==> src/rtl/rv32i_types.sv <==
/*
    ISA-level encodings for the RV32I decode/execute core.
    Opcodes, funct3 groups, ALU operations and the datapath mux selects.
    Imported by the packet package and by every stage that decodes them.
*/
package rv32i_types;

localparam int XLEN = 32;
localparam int NUM_REGS = 32;

typedef enum logic [6:0] {
    op_lui   = 7'b0110111,
    op_auipc = 7'b0010111,
    op_jal   = 7'b1101111,
    op_jalr  = 7'b1100111,
    op_br    = 7'b1100011,
    op_load  = 7'b0000011,
    op_store = 7'b0100011,
    op_imm   = 7'b0010011,
    op_reg   = 7'b0110011
} rv32i_opcode;

typedef enum logic [2:0] {
    beq  = 3'b000,
    bne  = 3'b001,
    blt  = 3'b100,
    bge  = 3'b101,
    bltu = 3'b110,
    bgeu = 3'b111
} branch_funct3_t;

typedef enum logic [2:0] {
    lb  = 3'b000,
    lh  = 3'b001,
    lw  = 3'b010,
    lbu = 3'b100,
    lhu = 3'b101
} load_funct3_t;

typedef enum logic [2:0] {
    sb = 3'b000,
    sh = 3'b001,
    sw = 3'b010
} store_funct3_t;

typedef enum logic [2:0] {
    add  = 3'b000,
    sll  = 3'b001,
    slt  = 3'b010,
    sltu = 3'b011,
    axor = 3'b100,
    sr   = 3'b101,
    aor  = 3'b110,
    aand = 3'b111
} arith_funct3_t;

typedef enum logic [2:0] {
    alu_add = 3'b000,
    alu_sll = 3'b001,
    alu_sra = 3'b010,
    alu_sub = 3'b011,
    alu_xor = 3'b100,
    alu_srl = 3'b101,
    alu_or  = 3'b110,
    alu_and = 3'b111
} alu_ops;

typedef enum logic {
    alu1_rs1 = 1'b0,
    alu1_pc  = 1'b1
} alumux1_sel_t;

typedef enum logic [2:0] {
    alu2_i_imm = 3'b000,
    alu2_u_imm = 3'b001,
    alu2_b_imm = 3'b010,
    alu2_s_imm = 3'b011,
    alu2_j_imm = 3'b100,
    alu2_rs2   = 3'b101
} alumux2_sel_t;

typedef enum logic {
    cmp_rs2   = 1'b0,
    cmp_i_imm = 1'b1
} cmpmux_sel_t;

typedef enum logic [3:0] {
    rf_alu_out  = 4'd0,
    rf_br_en    = 4'd1,
    rf_u_imm    = 4'd2,
    rf_lw       = 4'd3,
    rf_pc_plus4 = 4'd4,
    rf_lb       = 4'd5,
    rf_lbu      = 4'd6,
    rf_lh       = 4'd7,
    rf_lhu      = 4'd8
} regfilemux_sel_t;

endpackage : rv32i_types

==> src/rtl/rv32i_packet.sv <==
/*
    Structures passed between the pipeline stages of the RV32I core.
    The instruction union gives the R, I, S, B, U and J views of one word;
    the packets are the stage registers and the core's output bundles.
*/
package rv32i_packet;

import rv32i_types::*;

typedef struct packed {
    logic [6:0]  funct7;
    logic [4:0]  rs2;
    logic [4:0]  rs1;
    logic [2:0]  funct3;
    logic [4:0]  rd;
    rv32i_opcode opcode;
} r_format_t;

typedef struct packed {
    logic [11:0] imm;
    logic [4:0]  rs1;
    logic [2:0]  funct3;
    logic [4:0]  rd;
    rv32i_opcode opcode;
} i_format_t;

typedef struct packed {
    logic [6:0]  imm_hi;
    logic [4:0]  rs2;
    logic [4:0]  rs1;
    logic [2:0]  funct3;
    logic [4:0]  imm_lo;
    rv32i_opcode opcode;
} s_format_t;

typedef struct packed {
    logic        imm12;
    logic [5:0]  imm10_5;
    logic [4:0]  rs2;
    logic [4:0]  rs1;
    logic [2:0]  funct3;
    logic [3:0]  imm4_1;
    logic        imm11;
    rv32i_opcode opcode;
} b_format_t;

typedef struct packed {
    logic [19:0] imm;
    logic [4:0]  rd;
    rv32i_opcode opcode;
} u_format_t;

typedef struct packed {
    logic        imm20;
    logic [9:0]  imm10_1;
    logic        imm11;
    logic [7:0]  imm19_12;
    logic [4:0]  rd;
    rv32i_opcode opcode;
} j_format_t;

typedef union packed {
    r_format_t r;
    i_format_t i;
    s_format_t s;
    b_format_t b;
    u_format_t u;
    j_format_t j;
} rv32i_inst_u;

// grouped by the stage that consumes each field
typedef struct packed {
    logic            ex;
    alu_ops          aluop;
    alumux1_sel_t    alumux1_sel;
    alumux2_sel_t    alumux2_sel;
    branch_funct3_t  cmpop;
    cmpmux_sel_t     cmpmux_sel;
    logic            mem;
    logic            data_mem_read;
    logic            data_mem_write;
    logic            wb;
    regfilemux_sel_t regfilemux_sel;
    logic            load_regfile;
} rv32i_ctrl_packet_t;

typedef struct packed {
    logic               valid;
    logic [XLEN-1:0]    pc;
    rv32i_ctrl_packet_t ctrl;
    logic [XLEN-1:0]    rs1_val;
    logic [XLEN-1:0]    rs2_val;
    logic [XLEN-1:0]    i_imm;
    logic [XLEN-1:0]    s_imm;
    logic [XLEN-1:0]    b_imm;
    logic [XLEN-1:0]    u_imm;
    logic [XLEN-1:0]    j_imm;
    logic [4:0]         rd;
    logic [2:0]         funct3;
} dx_packet_t;

typedef struct packed {
    logic               valid;
    logic [XLEN-1:0]    pc;
    rv32i_ctrl_packet_t ctrl;
    logic [XLEN-1:0]    alu_out;
    logic               br_en;
    logic [XLEN-1:0]    u_imm;
    logic [4:0]         rd;
    logic [2:0]         funct3;
} xw_packet_t;

typedef struct packed {
    logic            read;
    logic            write;
    logic [XLEN-1:0] addr;
    logic [XLEN-1:0] wdata;
} mem_req_t;

typedef struct packed {
    logic            taken;
    logic [XLEN-1:0] target;
} branch_t;

typedef struct packed {
    logic            valid;
    logic [4:0]      rd;
    logic [XLEN-1:0] data;
} wb_t;

endpackage : rv32i_packet

==> src/rtl/control_rom.sv <==
/*
    Control decoder for the decode stage.
    Maps opcode, funct3 and funct7 to the control packet that steers
    execute, the memory request and writeback. Purely combinational.
*/
`timescale 1ns/1ns

module control_rom (
    input  rv32i_types::rv32i_opcode         i_opcode,
    input  logic [2:0]                       i_funct3,
    input  logic [6:0]                       i_funct7,
    output rv32i_packet::rv32i_ctrl_packet_t o_ctrl
);
    import rv32i_types::*;

    alumux2_sel_t arith_src;
    cmpmux_sel_t  arith_cmp;

    // op_imm takes its second operand from the immediate
    assign arith_src = (i_opcode == op_reg) ? alu2_rs2 : alu2_i_imm;
    assign arith_cmp = (i_opcode == op_reg) ? cmp_rs2 : cmp_i_imm;

    function automatic void set_alu(alumux1_sel_t sel1, alumux2_sel_t sel2, alu_ops op);
        o_ctrl.alumux1_sel = sel1;
        o_ctrl.alumux2_sel = sel2;
        o_ctrl.aluop = op;
    endfunction

    function automatic void set_cmp(cmpmux_sel_t sel, branch_funct3_t op);
        o_ctrl.cmpmux_sel = sel;
        o_ctrl.cmpop = op;
    endfunction

    function automatic void load_rf(regfilemux_sel_t sel);
        o_ctrl.wb = 1'b1;
        o_ctrl.load_regfile = 1'b1;
        o_ctrl.regfilemux_sel = sel;
    endfunction

    always_comb begin
        o_ctrl.ex = 1'b0;
        o_ctrl.aluop = alu_add;
        o_ctrl.alumux1_sel = alu1_rs1;
        o_ctrl.alumux2_sel = alu2_i_imm;
        o_ctrl.cmpop = beq;
        o_ctrl.cmpmux_sel = cmp_rs2;
        o_ctrl.mem = 1'b0;
        o_ctrl.data_mem_read = 1'b0;
        o_ctrl.data_mem_write = 1'b0;
        o_ctrl.wb = 1'b0;
        o_ctrl.regfilemux_sel = rf_alu_out;
        o_ctrl.load_regfile = 1'b0;

        case (i_opcode)
            op_lui: begin
                load_rf(rf_u_imm);
            end
            op_auipc: begin
                o_ctrl.ex = 1'b1;
                set_alu(alu1_pc, alu2_u_imm, alu_add);
                load_rf(rf_alu_out);
            end
            op_jal: begin
                o_ctrl.ex = 1'b1;
                set_alu(alu1_pc, alu2_j_imm, alu_add);
                load_rf(rf_pc_plus4);
            end
            op_jalr: begin
                o_ctrl.ex = 1'b1;
                set_alu(alu1_rs1, alu2_i_imm, alu_add);
                load_rf(rf_pc_plus4);
            end
            op_br: begin
                // alu forms the target, comparator the condition
                o_ctrl.ex = 1'b1;
                set_alu(alu1_pc, alu2_b_imm, alu_add);
                set_cmp(cmp_rs2, branch_funct3_t'(i_funct3));
            end
            op_load: begin
                o_ctrl.ex = 1'b1;
                o_ctrl.mem = 1'b1;
                o_ctrl.data_mem_read = 1'b1;
                case (load_funct3_t'(i_funct3))
                    lb:      load_rf(rf_lb);
                    lh:      load_rf(rf_lh);
                    lw:      load_rf(rf_lw);
                    lbu:     load_rf(rf_lbu);
                    lhu:     load_rf(rf_lhu);
                    default: ;
                endcase
            end
            op_store: begin
                o_ctrl.ex = 1'b1;
                set_alu(alu1_rs1, alu2_s_imm, alu_add);
                o_ctrl.mem = 1'b1;
                o_ctrl.data_mem_write = 1'b1;
            end
            op_imm, op_reg: begin
                o_ctrl.ex = 1'b1;
                load_rf(rf_alu_out);
                case (arith_funct3_t'(i_funct3))
                    add: begin
                        // funct7[5] means sub only for register operands
                        set_alu(alu1_rs1, arith_src,
                                (i_opcode == op_reg && i_funct7[5]) ? alu_sub : alu_add);
                    end
                    sll:  set_alu(alu1_rs1, arith_src, alu_sll);
                    slt: begin
                        set_cmp(arith_cmp, blt);
                        load_rf(rf_br_en);
                    end
                    sltu: begin
                        set_cmp(arith_cmp, bltu);
                        load_rf(rf_br_en);
                    end
                    axor: set_alu(alu1_rs1, arith_src, alu_xor);
                    sr:   set_alu(alu1_rs1, arith_src, i_funct7[5] ? alu_sra : alu_srl);
                    aor:  set_alu(alu1_rs1, arith_src, alu_or);
                    aand: set_alu(alu1_rs1, arith_src, alu_and);
                    default: ;
                endcase
            end
            default: ;
        endcase
    end

endmodule : control_rom

==> src/rtl/regfile.sv <==
/*
    Integer register file, two read ports and one write port.
    x0 reads as zero; a read of the register being written this cycle
    returns the incoming data.
*/
`timescale 1ns/1ns

module regfile (
    input  logic                           clk,
    input  logic                           i_reset,
    input  rv32i_packet::wb_t              i_wb,
    input  logic [4:0]                     i_rs1,
    input  logic [4:0]                     i_rs2,
    output logic [rv32i_types::XLEN-1:0]   o_rs1_val,
    output logic [rv32i_types::XLEN-1:0]   o_rs2_val
);
    import rv32i_types::*;

    logic [XLEN-1:0] regs [1:NUM_REGS-1];

    function automatic logic [XLEN-1:0] read_port(logic [4:0] addr);
        if (addr == 5'd0)
            return '0;
        if (i_wb.valid && i_wb.rd == addr)
            return i_wb.data;
        return regs[addr];
    endfunction

    always_comb begin
        o_rs1_val = read_port(i_rs1);
        o_rs2_val = read_port(i_rs2);
    end

    always_ff @(posedge clk) begin
        if (i_reset) begin
            for (int r = 1; r < NUM_REGS; r++)
                regs[r] <= '0;
        end else if (i_wb.valid && i_wb.rd != 5'd0) begin
            regs[i_wb.rd] <= i_wb.data;
        end
    end

endmodule : regfile

==> src/rtl/alu.sv <==
/*
    32-bit integer ALU for the execute stage.
    Shifts take their amount from the low 5 bits of the second operand.
*/
`timescale 1ns/1ns

module alu (
    input  rv32i_types::alu_ops          i_aluop,
    input  logic [rv32i_types::XLEN-1:0] i_a,
    input  logic [rv32i_types::XLEN-1:0] i_b,
    output logic [rv32i_types::XLEN-1:0] o_f
);
    import rv32i_types::*;

    always_comb begin
        case (i_aluop)
            alu_add: o_f = i_a + i_b;
            alu_sll: o_f = i_a << i_b[4:0];
            alu_sra: o_f = $unsigned($signed(i_a) >>> i_b[4:0]);
            alu_sub: o_f = i_a - i_b;
            alu_xor: o_f = i_a ^ i_b;
            alu_srl: o_f = i_a >> i_b[4:0];
            alu_or:  o_f = i_a | i_b;
            alu_and: o_f = i_a & i_b;
            default: o_f = i_a + i_b;
        endcase
    end

endmodule : alu

==> src/rtl/decode_stage.sv <==
/*
    Decode stage. Looks up control, builds the five immediates from the
    instruction views and registers them with the operands read from the
    register file. An invalid slot registers a bubble.
*/
`timescale 1ns/1ns

module decode_stage (
    input  logic                         clk,
    input  logic                         i_reset,
    input  rv32i_packet::rv32i_inst_u    i_inst,
    input  logic [rv32i_types::XLEN-1:0] i_pc,
    input  logic                         i_inst_valid,
    input  logic [rv32i_types::XLEN-1:0] i_rs1_val,
    input  logic [rv32i_types::XLEN-1:0] i_rs2_val,
    output rv32i_packet::dx_packet_t     o_dx
);
    import rv32i_types::*;
    import rv32i_packet::*;

    rv32i_ctrl_packet_t ctrl;
    dx_packet_t         dx_next;

    control_rom control_rom_i (
        .i_opcode (i_inst.r.opcode),
        .i_funct3 (i_inst.r.funct3),
        .i_funct7 (i_inst.r.funct7),
        .o_ctrl   (ctrl)
    );

    always_comb begin
        dx_next = '0;
        if (i_inst_valid) begin
            dx_next.valid = 1'b1;
            dx_next.pc = i_pc;
            dx_next.ctrl = ctrl;
            dx_next.rs1_val = i_rs1_val;
            dx_next.rs2_val = i_rs2_val;
            dx_next.i_imm = {{(XLEN-12){i_inst.i.imm[11]}}, i_inst.i.imm};
            dx_next.s_imm = {{(XLEN-12){i_inst.s.imm_hi[6]}}, i_inst.s.imm_hi, i_inst.s.imm_lo};
            dx_next.b_imm = {{(XLEN-12){i_inst.b.imm12}}, i_inst.b.imm11,
                             i_inst.b.imm10_5, i_inst.b.imm4_1, 1'b0};
            dx_next.u_imm = {i_inst.u.imm, 12'h000};
            dx_next.j_imm = {{(XLEN-20){i_inst.j.imm20}}, i_inst.j.imm19_12,
                             i_inst.j.imm11, i_inst.j.imm10_1, 1'b0};
            dx_next.rd = i_inst.r.rd;
            dx_next.funct3 = i_inst.r.funct3;
        end
    end

    always_ff @(posedge clk) begin
        if (i_reset)
            o_dx <= '0;
        else
            o_dx <= dx_next;
    end

endmodule : decode_stage

==> src/rtl/execute_stage.sv <==
/*
    Execute stage. Picks the ALU and comparator operands, reports the
    branch or jump outcome and the data-memory request from the registered
    decode packet, then registers the result for writeback.
*/
`timescale 1ns/1ns

module execute_stage (
    input  logic                     clk,
    input  logic                     i_reset,
    input  rv32i_packet::dx_packet_t i_dx,
    output rv32i_packet::xw_packet_t o_xw,
    output rv32i_packet::mem_req_t   o_mem_req,
    output rv32i_packet::branch_t    o_branch
);
    import rv32i_types::*;
    import rv32i_packet::*;

    logic [XLEN-1:0] alu_a;
    logic [XLEN-1:0] alu_b;
    logic [XLEN-1:0] alu_out;
    logic [XLEN-1:0] cmp_b;
    logic            br_en;
    logic            is_jump;
    logic            is_jalr;
    logic            is_branch;
    xw_packet_t      xw_next;

    assign alu_a = (i_dx.ctrl.alumux1_sel == alu1_pc) ? i_dx.pc : i_dx.rs1_val;
    assign cmp_b = (i_dx.ctrl.cmpmux_sel == cmp_i_imm) ? i_dx.i_imm : i_dx.rs2_val;

    always_comb begin
        case (i_dx.ctrl.alumux2_sel)
            alu2_u_imm: alu_b = i_dx.u_imm;
            alu2_b_imm: alu_b = i_dx.b_imm;
            alu2_s_imm: alu_b = i_dx.s_imm;
            alu2_j_imm: alu_b = i_dx.j_imm;
            alu2_rs2:   alu_b = i_dx.rs2_val;
            default:    alu_b = i_dx.i_imm;
        endcase
    end

    alu alu_i (
        .i_aluop (i_dx.ctrl.aluop),
        .i_a     (alu_a),
        .i_b     (alu_b),
        .o_f     (alu_out)
    );

    // comparator always uses rs1 as its first operand
    always_comb begin
        case (i_dx.ctrl.cmpop)
            beq:     br_en = (i_dx.rs1_val == cmp_b);
            bne:     br_en = (i_dx.rs1_val != cmp_b);
            blt:     br_en = ($signed(i_dx.rs1_val) < $signed(cmp_b));
            bge:     br_en = ($signed(i_dx.rs1_val) >= $signed(cmp_b));
            bltu:    br_en = (i_dx.rs1_val < cmp_b);
            bgeu:    br_en = (i_dx.rs1_val >= cmp_b);
            default: br_en = 1'b0;
        endcase
    end

    // jumps are the only ops that write pc+4; branches only use execute
    assign is_jump = i_dx.ctrl.load_regfile && i_dx.ctrl.regfilemux_sel == rf_pc_plus4;
    assign is_jalr = is_jump && i_dx.ctrl.alumux1_sel == alu1_rs1;
    assign is_branch = i_dx.ctrl.ex && !i_dx.ctrl.mem && !i_dx.ctrl.wb;

    assign o_branch.taken = i_dx.valid && (is_jump || (is_branch && br_en));
    assign o_branch.target = {alu_out[XLEN-1:1], alu_out[0] & ~is_jalr};

    assign o_mem_req.read = i_dx.valid && i_dx.ctrl.mem && i_dx.ctrl.data_mem_read;
    assign o_mem_req.write = i_dx.valid && i_dx.ctrl.mem && i_dx.ctrl.data_mem_write;
    assign o_mem_req.addr = alu_out;
    assign o_mem_req.wdata = i_dx.rs2_val;

    always_comb begin
        xw_next.valid = i_dx.valid;
        xw_next.pc = i_dx.pc;
        xw_next.ctrl = i_dx.ctrl;
        xw_next.alu_out = alu_out;
        xw_next.br_en = br_en;
        xw_next.u_imm = i_dx.u_imm;
        xw_next.rd = i_dx.rd;
        xw_next.funct3 = i_dx.funct3;
    end

    always_ff @(posedge clk) begin
        if (i_reset)
            o_xw <= '0;
        else
            o_xw <= xw_next;
    end

endmodule : execute_stage

==> src/rtl/writeback_stage.sv <==
/*
    Writeback stage. Extracts and extends load data at the request offset
    and selects the value written to rd. The write itself happens in the
    register file on the next edge.
*/
`timescale 1ns/1ns

module writeback_stage (
    input  rv32i_packet::xw_packet_t     i_xw,
    input  logic [rv32i_types::XLEN-1:0] i_mem_rdata,
    output rv32i_packet::wb_t            o_wb
);
    import rv32i_types::*;

    logic [7:0]      ld_byte;
    logic [15:0]     ld_half;
    logic [XLEN-1:0] ld_data;

    // address low bits come from the alu result of the load
    assign ld_byte = i_mem_rdata[{i_xw.alu_out[1:0], 3'b000} +: 8];
    assign ld_half = i_xw.alu_out[1] ? i_mem_rdata[31:16] : i_mem_rdata[15:0];

    always_comb begin
        case (load_funct3_t'(i_xw.funct3))
            lb:      ld_data = {{(XLEN-8){ld_byte[7]}}, ld_byte};
            lh:      ld_data = {{(XLEN-16){ld_half[15]}}, ld_half};
            lbu:     ld_data = {{(XLEN-8){1'b0}}, ld_byte};
            lhu:     ld_data = {{(XLEN-16){1'b0}}, ld_half};
            default: ld_data = i_mem_rdata;
        endcase
    end

    always_comb begin
        case (i_xw.ctrl.regfilemux_sel)
            rf_br_en:    o_wb.data = {{(XLEN-1){1'b0}}, i_xw.br_en};
            rf_u_imm:    o_wb.data = i_xw.u_imm;
            rf_pc_plus4: o_wb.data = i_xw.pc + 32'd4;
            rf_lb, rf_lh, rf_lw, rf_lbu, rf_lhu: o_wb.data = ld_data;
            default:     o_wb.data = i_xw.alu_out;
        endcase
    end

    assign o_wb.valid = i_xw.valid && i_xw.ctrl.wb && i_xw.ctrl.load_regfile;
    assign o_wb.rd = i_xw.rd;

endmodule : writeback_stage

==> src/rtl/rv32i_dx_core.sv <==
/*
    Decode, execute and writeback pipeline of an RV32I integer core.
    One instruction and pc are sampled per cycle on i_inst_valid; the memory
    request and branch outcome follow one cycle later, the write to rd two.
*/
`timescale 1ns/1ns

module rv32i_dx_core (
    input  logic                         clk,
    input  logic                         i_reset,
    input  rv32i_packet::rv32i_inst_u    i_inst,
    input  logic [rv32i_types::XLEN-1:0] i_pc,
    input  logic                         i_inst_valid,
    input  logic [rv32i_types::XLEN-1:0] i_mem_rdata,
    output rv32i_packet::mem_req_t       o_mem_req,
    output rv32i_packet::branch_t        o_branch,
    output rv32i_packet::wb_t            o_wb
);
    import rv32i_types::*;
    import rv32i_packet::*;

    logic [XLEN-1:0] rs1_val;
    logic [XLEN-1:0] rs2_val;
    dx_packet_t      dx;
    xw_packet_t      xw;

    // operands are read in the same cycle the instruction is presented
    regfile regfile_i (
        .clk       (clk),
        .i_reset   (i_reset),
        .i_wb      (o_wb),
        .i_rs1     (i_inst.r.rs1),
        .i_rs2     (i_inst.r.rs2),
        .o_rs1_val (rs1_val),
        .o_rs2_val (rs2_val)
    );

    decode_stage decode_stage_i (
        .clk          (clk),
        .i_reset      (i_reset),
        .i_inst       (i_inst),
        .i_pc         (i_pc),
        .i_inst_valid (i_inst_valid),
        .i_rs1_val    (rs1_val),
        .i_rs2_val    (rs2_val),
        .o_dx         (dx)
    );

    execute_stage execute_stage_i (
        .clk       (clk),
        .i_reset   (i_reset),
        .i_dx      (dx),
        .o_xw      (xw),
        .o_mem_req (o_mem_req),
        .o_branch  (o_branch)
    );

    writeback_stage writeback_stage_i (
        .i_xw        (xw),
        .i_mem_rdata (i_mem_rdata),
        .o_wb        (o_wb)
    );

endmodule : rv32i_dx_core

==> config.mk <==
export PLATFORM = sky130hd
export DESIGN_NAME = rv32i_dx_core
export DESIGN_NICKNAME = d
export VERILOG_FILES = /design/src/rtl/rv32i_types.sv /design/src/rtl/rv32i_packet.sv /design/src/rtl/control_rom.sv /design/src/rtl/regfile.sv /design/src/rtl/alu.sv /design/src/rtl/decode_stage.sv /design/src/rtl/execute_stage.sv /design/src/rtl/writeback_stage.sv /design/src/rtl/rv32i_dx_core.sv
export SDC_FILE = /design/constraint.sdc
export NUM_CORES = 2
export LEC_CHECK = 0
export BUFFER_PORTS_ARGS = -buffer_cell sky130_fd_sc_hd__clkbuf_2
export CORE_MARGIN = 2
export CORE_UTILIZATION = 32
export CTS_CLUSTER_SIZE = 25
export DETAILED_ROUTE_END_ITERATION = 10
export HOLD_SLACK_MARGIN = 0.1
export PLACE_DENSITY_LB_ADDON = 0.15
export SLEW_MARGIN = 20
export SYNTH_ARGS = -nofsm -noshare
export SYNTH_HDL_FRONTEND = slang
export SYNTH_SLANG_ARGS = --single-unit
export TNS_END_PERCENT = 1
==> constraint.sdc <==
create_clock -name clk -period 12.7 [get_ports clk]
set_input_delay 0.635 -clock clk [delete_from_list [all_inputs] [get_ports clk]]
set_output_delay 0.635 -clock clk [all_outputs]
set_load 0.005 [all_outputs]
## Yosys cells after proc, flatten, opt, wreduce, memory -nomap -nowiden

Memories as Yosys holds them, arrays and structs flattened.
Cells that the tools add are included.

| word-level totals | value |
|---|---|
| memory bits (read-only) | 0 |
| input port bits | 99 |
| flip-flop bits (word level) | 328 |
| word-level logic and storage cells | 183 |
| memories kept | 1 |
| latch bits | 0 |
| memory bits (writable) | 992 |

Memories:

| name | words | width | rd ports | clocked after memory_dff | wr ports | RTL line | source |
|---|---|---|---|---|---|---|---|
| regfile_i.regs | 31 | 32 | 2 | 0 | 31 | regfile.sv:19 | `logic [XLEN-1:0] regs [1:NUM_REGS-1];` |

| operators by class | value |
|---|---|
| multiply operators | 0 |
| equal/unequal tests | 49 |
| add/subtract/negate cells | 3 |
| reductions and logical operators | 33 |
| muxes and demuxes | 46 |
| magnitude comparators | 4 |
| div/mod/pow operators | 0 |
| bitwise operators | 7 |
| shift-type cells | 4 |

Operator list:

| kind | number |
|---|---|
| 2-to-1 mux 32 bit | 11 |
| 2-to-1 mux 286 bit | 1 |
| case mux 32 bit (4 select lines) | 2 |
| case mux 32 bit (8 select lines) | 1 |
| case mux 32 bit (5 select lines) | 1 |
| >= comparator 32 bit | 2 |
| less-than comparator 32 bit | 2 |
| case mux 6 bit (5 select lines) | 2 |
| equality test 3 bit, second input constant | 16 |
| case mux 7 bit (6 select lines) | 1 |
| case mux 7 bit (5 select lines) | 1 |
| adder 32 x 3 -> 32 bit, second input constant | 1 |
| adder 32 bit | 1 |
| AND 32 bit | 1 |
| equality test 32 bit | 1 |
| != test 32 bit | 1 |
| bitwise OR 32 bit | 1 |
| OR reduction 32 bit | 1 |
| variable part select 32 x 6 -> 8 bit | 1 |
| << shifter 32 x 5 -> 32 bit | 1 |
| >> shifter 32 x 5 -> 32 bit | 1 |
| >>> shifter 32 x 5 -> 32 bit | 1 |
| subtractor 32 bit | 1 |
| XOR 32 bit | 1 |
| other kinds (29) | 93 |

## Longest topological paths before layout

| depth | value |
|---|---|
| word-level depth | 8 |
| depth in mapped cells | 27 |
| gate-level depth less buffers | 21 |

## Hierarchy

A second synthesis with hierarchy kept.

| second synthesis, totals | value |
|---|---|
| cell total of the unflattened synthesis | 6521 |
| area total of the unflattened synthesis | 77653.2 um2 |

By module, submodules not included:

| module | instances | cells each | area an instance (um2) |
|---|---|---|---|
| regfile | 1 | 3740 | 54802.6 |
| alu | 1 | 1087 | 7567.3 |
| execute_stage | 1 | 816 | 7198.2 |
| decode_stage | 1 | 460 | 5464.0 |
| writeback_stage | 1 | 352 | 2185.8 |
| control_rom | 1 | 66 | 435.4 |

## Least setup slack after synthesis

Ideal clock, no wire load.

| path | value |
|---|---|
| path type | reg2out |
| start | register decode_stage_i.o_dx[247] (netlist bit) |
| end | output o_mem_req[59] (netlist bit) |
| setup slack | 6.587 ns |
| required time | 12.065 ns |
| arrival time | 5.478 ns |
| stages on the path, launching flop included | 27 |
| cells stage by stage | dfxtp_1 -> buf_6 -> and2_1 -> buf_6 -> a211o_1 -> nand2_1 -> buf_2 -> buf_1 -> buf_1 -> ha_1 -> inv_1 -> a221o_1 -> nor4_1 -> nand3b_1 -> or4_1 -> nand2_1 -> xnor2_1 -> ha_1 -> and3_1 -> nand2_1 -> a21oi_1 -> a221o_1 -> a31oi_1 -> xor2_1 -> nor2_1 -> or3_1 -> buf_4 |

RTL lines:

| element | RTL line | source |
|---|---|---|
| from (decl) | decode_stage.sv:16 | `output rv32i_packet::dx_packet_t o_dx` |
| from (signal assigned) | decode_stage.sv:55 | `o_dx <= dx_next;` |
| to (decl) | rv32i_dx_core.sv:15 | `output rv32i_packet::mem_req_t o_mem_req,` |

==> results.txt <==
Power Dens Cells = 133 mW/mm^2
cell internal pwr = 7.73 mW
routed wire length = 326 mm
Synth Cell Area = 0.0710 mm^2
critical path endpoint = o_mem_req[63]
worst min path class = in -> reg
Core ar. = 0.220 mm^2
setup TNS = 0 ns
wire per inst = 36.5 um
Final Cycle Share = 0.642
required time of the worst setup path = 12.06 ns
CP most frequent cell = nand2_1
most frequent cell after synthesis = nor2_1
Slew @ Worst Pin = 1.12 ns
Register Area = 0.0355 mm^2
post-synthesis sequential area ratio = 0.500
fraction of registers with async set/reset = 0
H-tree levels = 4
Worst slew margin = 0.253
Slowest-stage cell, CP = dfxtp_1
post-CTS setup buffer count = 0
antenna violations before repair = 32
Synth top area share = 0.433
die area = 0.226 mm^2
Clock Latency Late Sink = 0.83 ns
Synth Register Bits = 1262
vias in the first global route = 52400
Vias/cell = 5.94
clk_skew = 0.0414 ns
Worst R2R End = execute_stage_i.o_xw[59]
combinational group share of total power = 0.161
Post-Synth Simple-Gate Area = 0.121
post-route DRC violation count = 0
gr usage total = 0.286
TritonCTS clock tree = done
number of placement rows = 172
Synth top cells by count = nor2_1, edfxtp_1, mux4_2
Post-CTS Hold Buffers = 46
detailed-placement wirelength estimate = 216 mm
Startpoint Class = flip-flop
Compound-Gate Fraction of Synth Area = 0.0746
cell taking the most area after synthesis = edfxtp_1
Final Hold Slack = 0.185 ns
critical path class = reg -> out
Final Hold Viols = 0
leakage = 28.6 nW
Die Ht = 475 um
max_cap viols = 0
Yosys cell types = 86
Psw = 3.07 mW
nets = 6076
XOR/XNOR Fraction of Synth Area = 0.0126
YS warnings = 0
CTS Buf Count = 146
Initial Util = 0.323
Cell Chain, Critical Path = nor2b_1 > a22oi_2 > buf_4 > nand2_1 > ha_1 > inv_1 > a221o_1 > nor4_1 > nand3b_1 > or4_1 > nand2_1 > xnor2_1 > ha_1 > and3_1 > nand2_1 > a21oi_1 > a221o_1 > a31oi_1 > o21ai_0 > o21ai_0 > xnor2_1 > a21oi_1 > clkbuf_2
post-CTS resize count = 0
largest net degree at the start of global routing = 123
Max Clock Freq = 0.123 GHz
post-synthesis cell count = 5794
port bufs = 235
largest family of logic cells by synthesized area = multiplexers
Main synth FF type = edfxtp_1
multiplexer share of the synthesized area = 0.226
number of synthesized flops with an enable pin = 1024
max-slew violations = 0
crit path max fanout = 30
crit path from = decode_stage_i.o_dx[245]
RD Place Congestion = 0.969
via count = 53100
Ports = 236
Clock Tree Buf Depth = 3
layout cell share with drive strength beyond 1 = 0.244
root buffer cell = clkbuf_16
Setup Viol. Count Final = 0
1st-pass router iterations = 6
1st-iter DRT viols = 6519
area taken by multi-input logic gates = 0.0333 mm^2
Layout area overhead = 14.2%
fraction of power consumed by sequential logic = 0.439
first-pass GRT wire length = 444 mm
switch share = 0.285
Critical Path AT = 7.52 ns
Antenna Nets Post-Route = 0
RSZ-0062 raised after global routing = false
minimum clock period = 8.16 ns
CP endpoint kind = output port
fillers = 21300
Synth Area in Adders = 0.0233
Avg Inst Size Synth = 12.3 um^2
CTS sink count = 1262
RR Startpoint = decode_stage_i.o_dx[245]
clock share of power = 0.399
R2R depth = 19
worst vdd ir = 0.127 mV
status = finished clean
CTS clock-pin slew for the worst setup and hold paths = 0.06 ns
top post-synthesis cells by area = edfxtp_1, mux4_2, dfxtp_1, nor2_1, clkbuf_1
r2r setup slk = 6.04 ns
die width = 475 um
max incr delay on CP = 0.91 ns
grt total ovfl = 0
state kept, by name, indices dropped and copies added (netlist names):
name	count
execute_stage_i.o_xw	96
decode_stage_i.o_dx	142
regfile_i.regs	1024
power by group through the flow:
stage	clock (mW)	combinational (mW)	sequential [mW]
after detailed placement	0	1.71	4.83
final	4.32	1.74	4.74
after global routing	4.54	1.82	4.76
after floorplan	0	1.01	4.75
after global placement	0	1.72	4.82
after CTS	4.39	1.73	4.74
routing by layer:
metal	vias to the layer above	routed length (um)	global-route usage
li1	21900	-	-
met1	28000	130000	0.368
met2	2666	155000	0.466
met4	8	17700	0.142
met3	550	22900	0.0470
met5	-	54	0
how the worst min path moves through the flow:
| stage | cells past startpoint | endpoint | from |
|---|---|---|---|
| 2_1_floorplan | 2 | execute_stage_i.o_xw[33] | decode_stage_i.o_dx[77] |
| 3_3_place_gp | 1 | execute_stage_i.o_xw[110] | decode_stage_i.o_dx[269] |
| 3_5_place_dp | 1 | execute_stage_i.o_xw[76] | decode_stage_i.o_dx[235] |
| 4_1_cts | 2 | decode_stage_i.o_dx[238] | i_inst[6] |
| 5_1_grt | 2 | decode_stage_i.o_dx[83] | i_inst[7] |
| 6_report | 3 | decode_stage_i.o_dx[248] | i_inst[3] |
kinds of logic after synthesis:
group | after synthesis
simple gates | 1973
flops | 1262
buf+inv | 742
mux | 784
compound gates | 798
other cells | 1
xor+xnor | 102
fa+ha+maj | 132
cells in the final DEF (no fill, tap or decap), drive strengths merged, types with 143 or more instances in the layout:
| master | count |
|---|---|
| a21oi | 149 |
| buf | 197 |
| clkbuf | 424 |
| dfxtp | 238 |
| edfxtp | 1024 |
| inv | 151 |
| mux4 | 649 |
| nand2 | 281 |
| nand3 | 143 |
| nor2 | 1172 |
| o21ai | 186 |
through the flow:
stage | setup slack [ns] | util | area, um^2 | power (mW) | instances
after floorplan | 6.59 | - | 71100 | 5.76 | 5825
after detailed placement | 5.50 | 0.344 | 75800 | 6.54 | 8609
after global placement | 5.44 | 0.344 | 75800 | 6.54 | 8609
final | 4.54 | 0.368 | 81100 | 10.8 | 8938
after CTS | 4.61 | 0.368 | 81100 | 10.9 | 8923
after global routing | 4.11 | 0.368 | 81100 | 11.1 | 8931
layout make-up:
| class | instances | share of cell area |
|---|---|---|
| sequential | 1262 | 0.438 |
| multi-input combinational | 3821 | 0.411 |
| clock buffer | 198 | 0.0511 |
| tap | 2958 | 0.0456 |
| timing repair buffer | 469 | 0.0388 |
| clock inverter | 70 | 0.00841 |
| inverter | 146 | 0.00676 |
| antenna | 14 | 0.000432 |
worst max-delay path, delay by kind of cell, from the launching register on:
kind	cells	cell delay (ns)
xor+xnor	2	0.22
buf+inv	3	0.49
compound gates	8	1.76
flops	1	0.91
fa+ha+maj	2	0.78
simple gates	8	2.54
No activity file was read; power rests on OpenSTA's default activity.
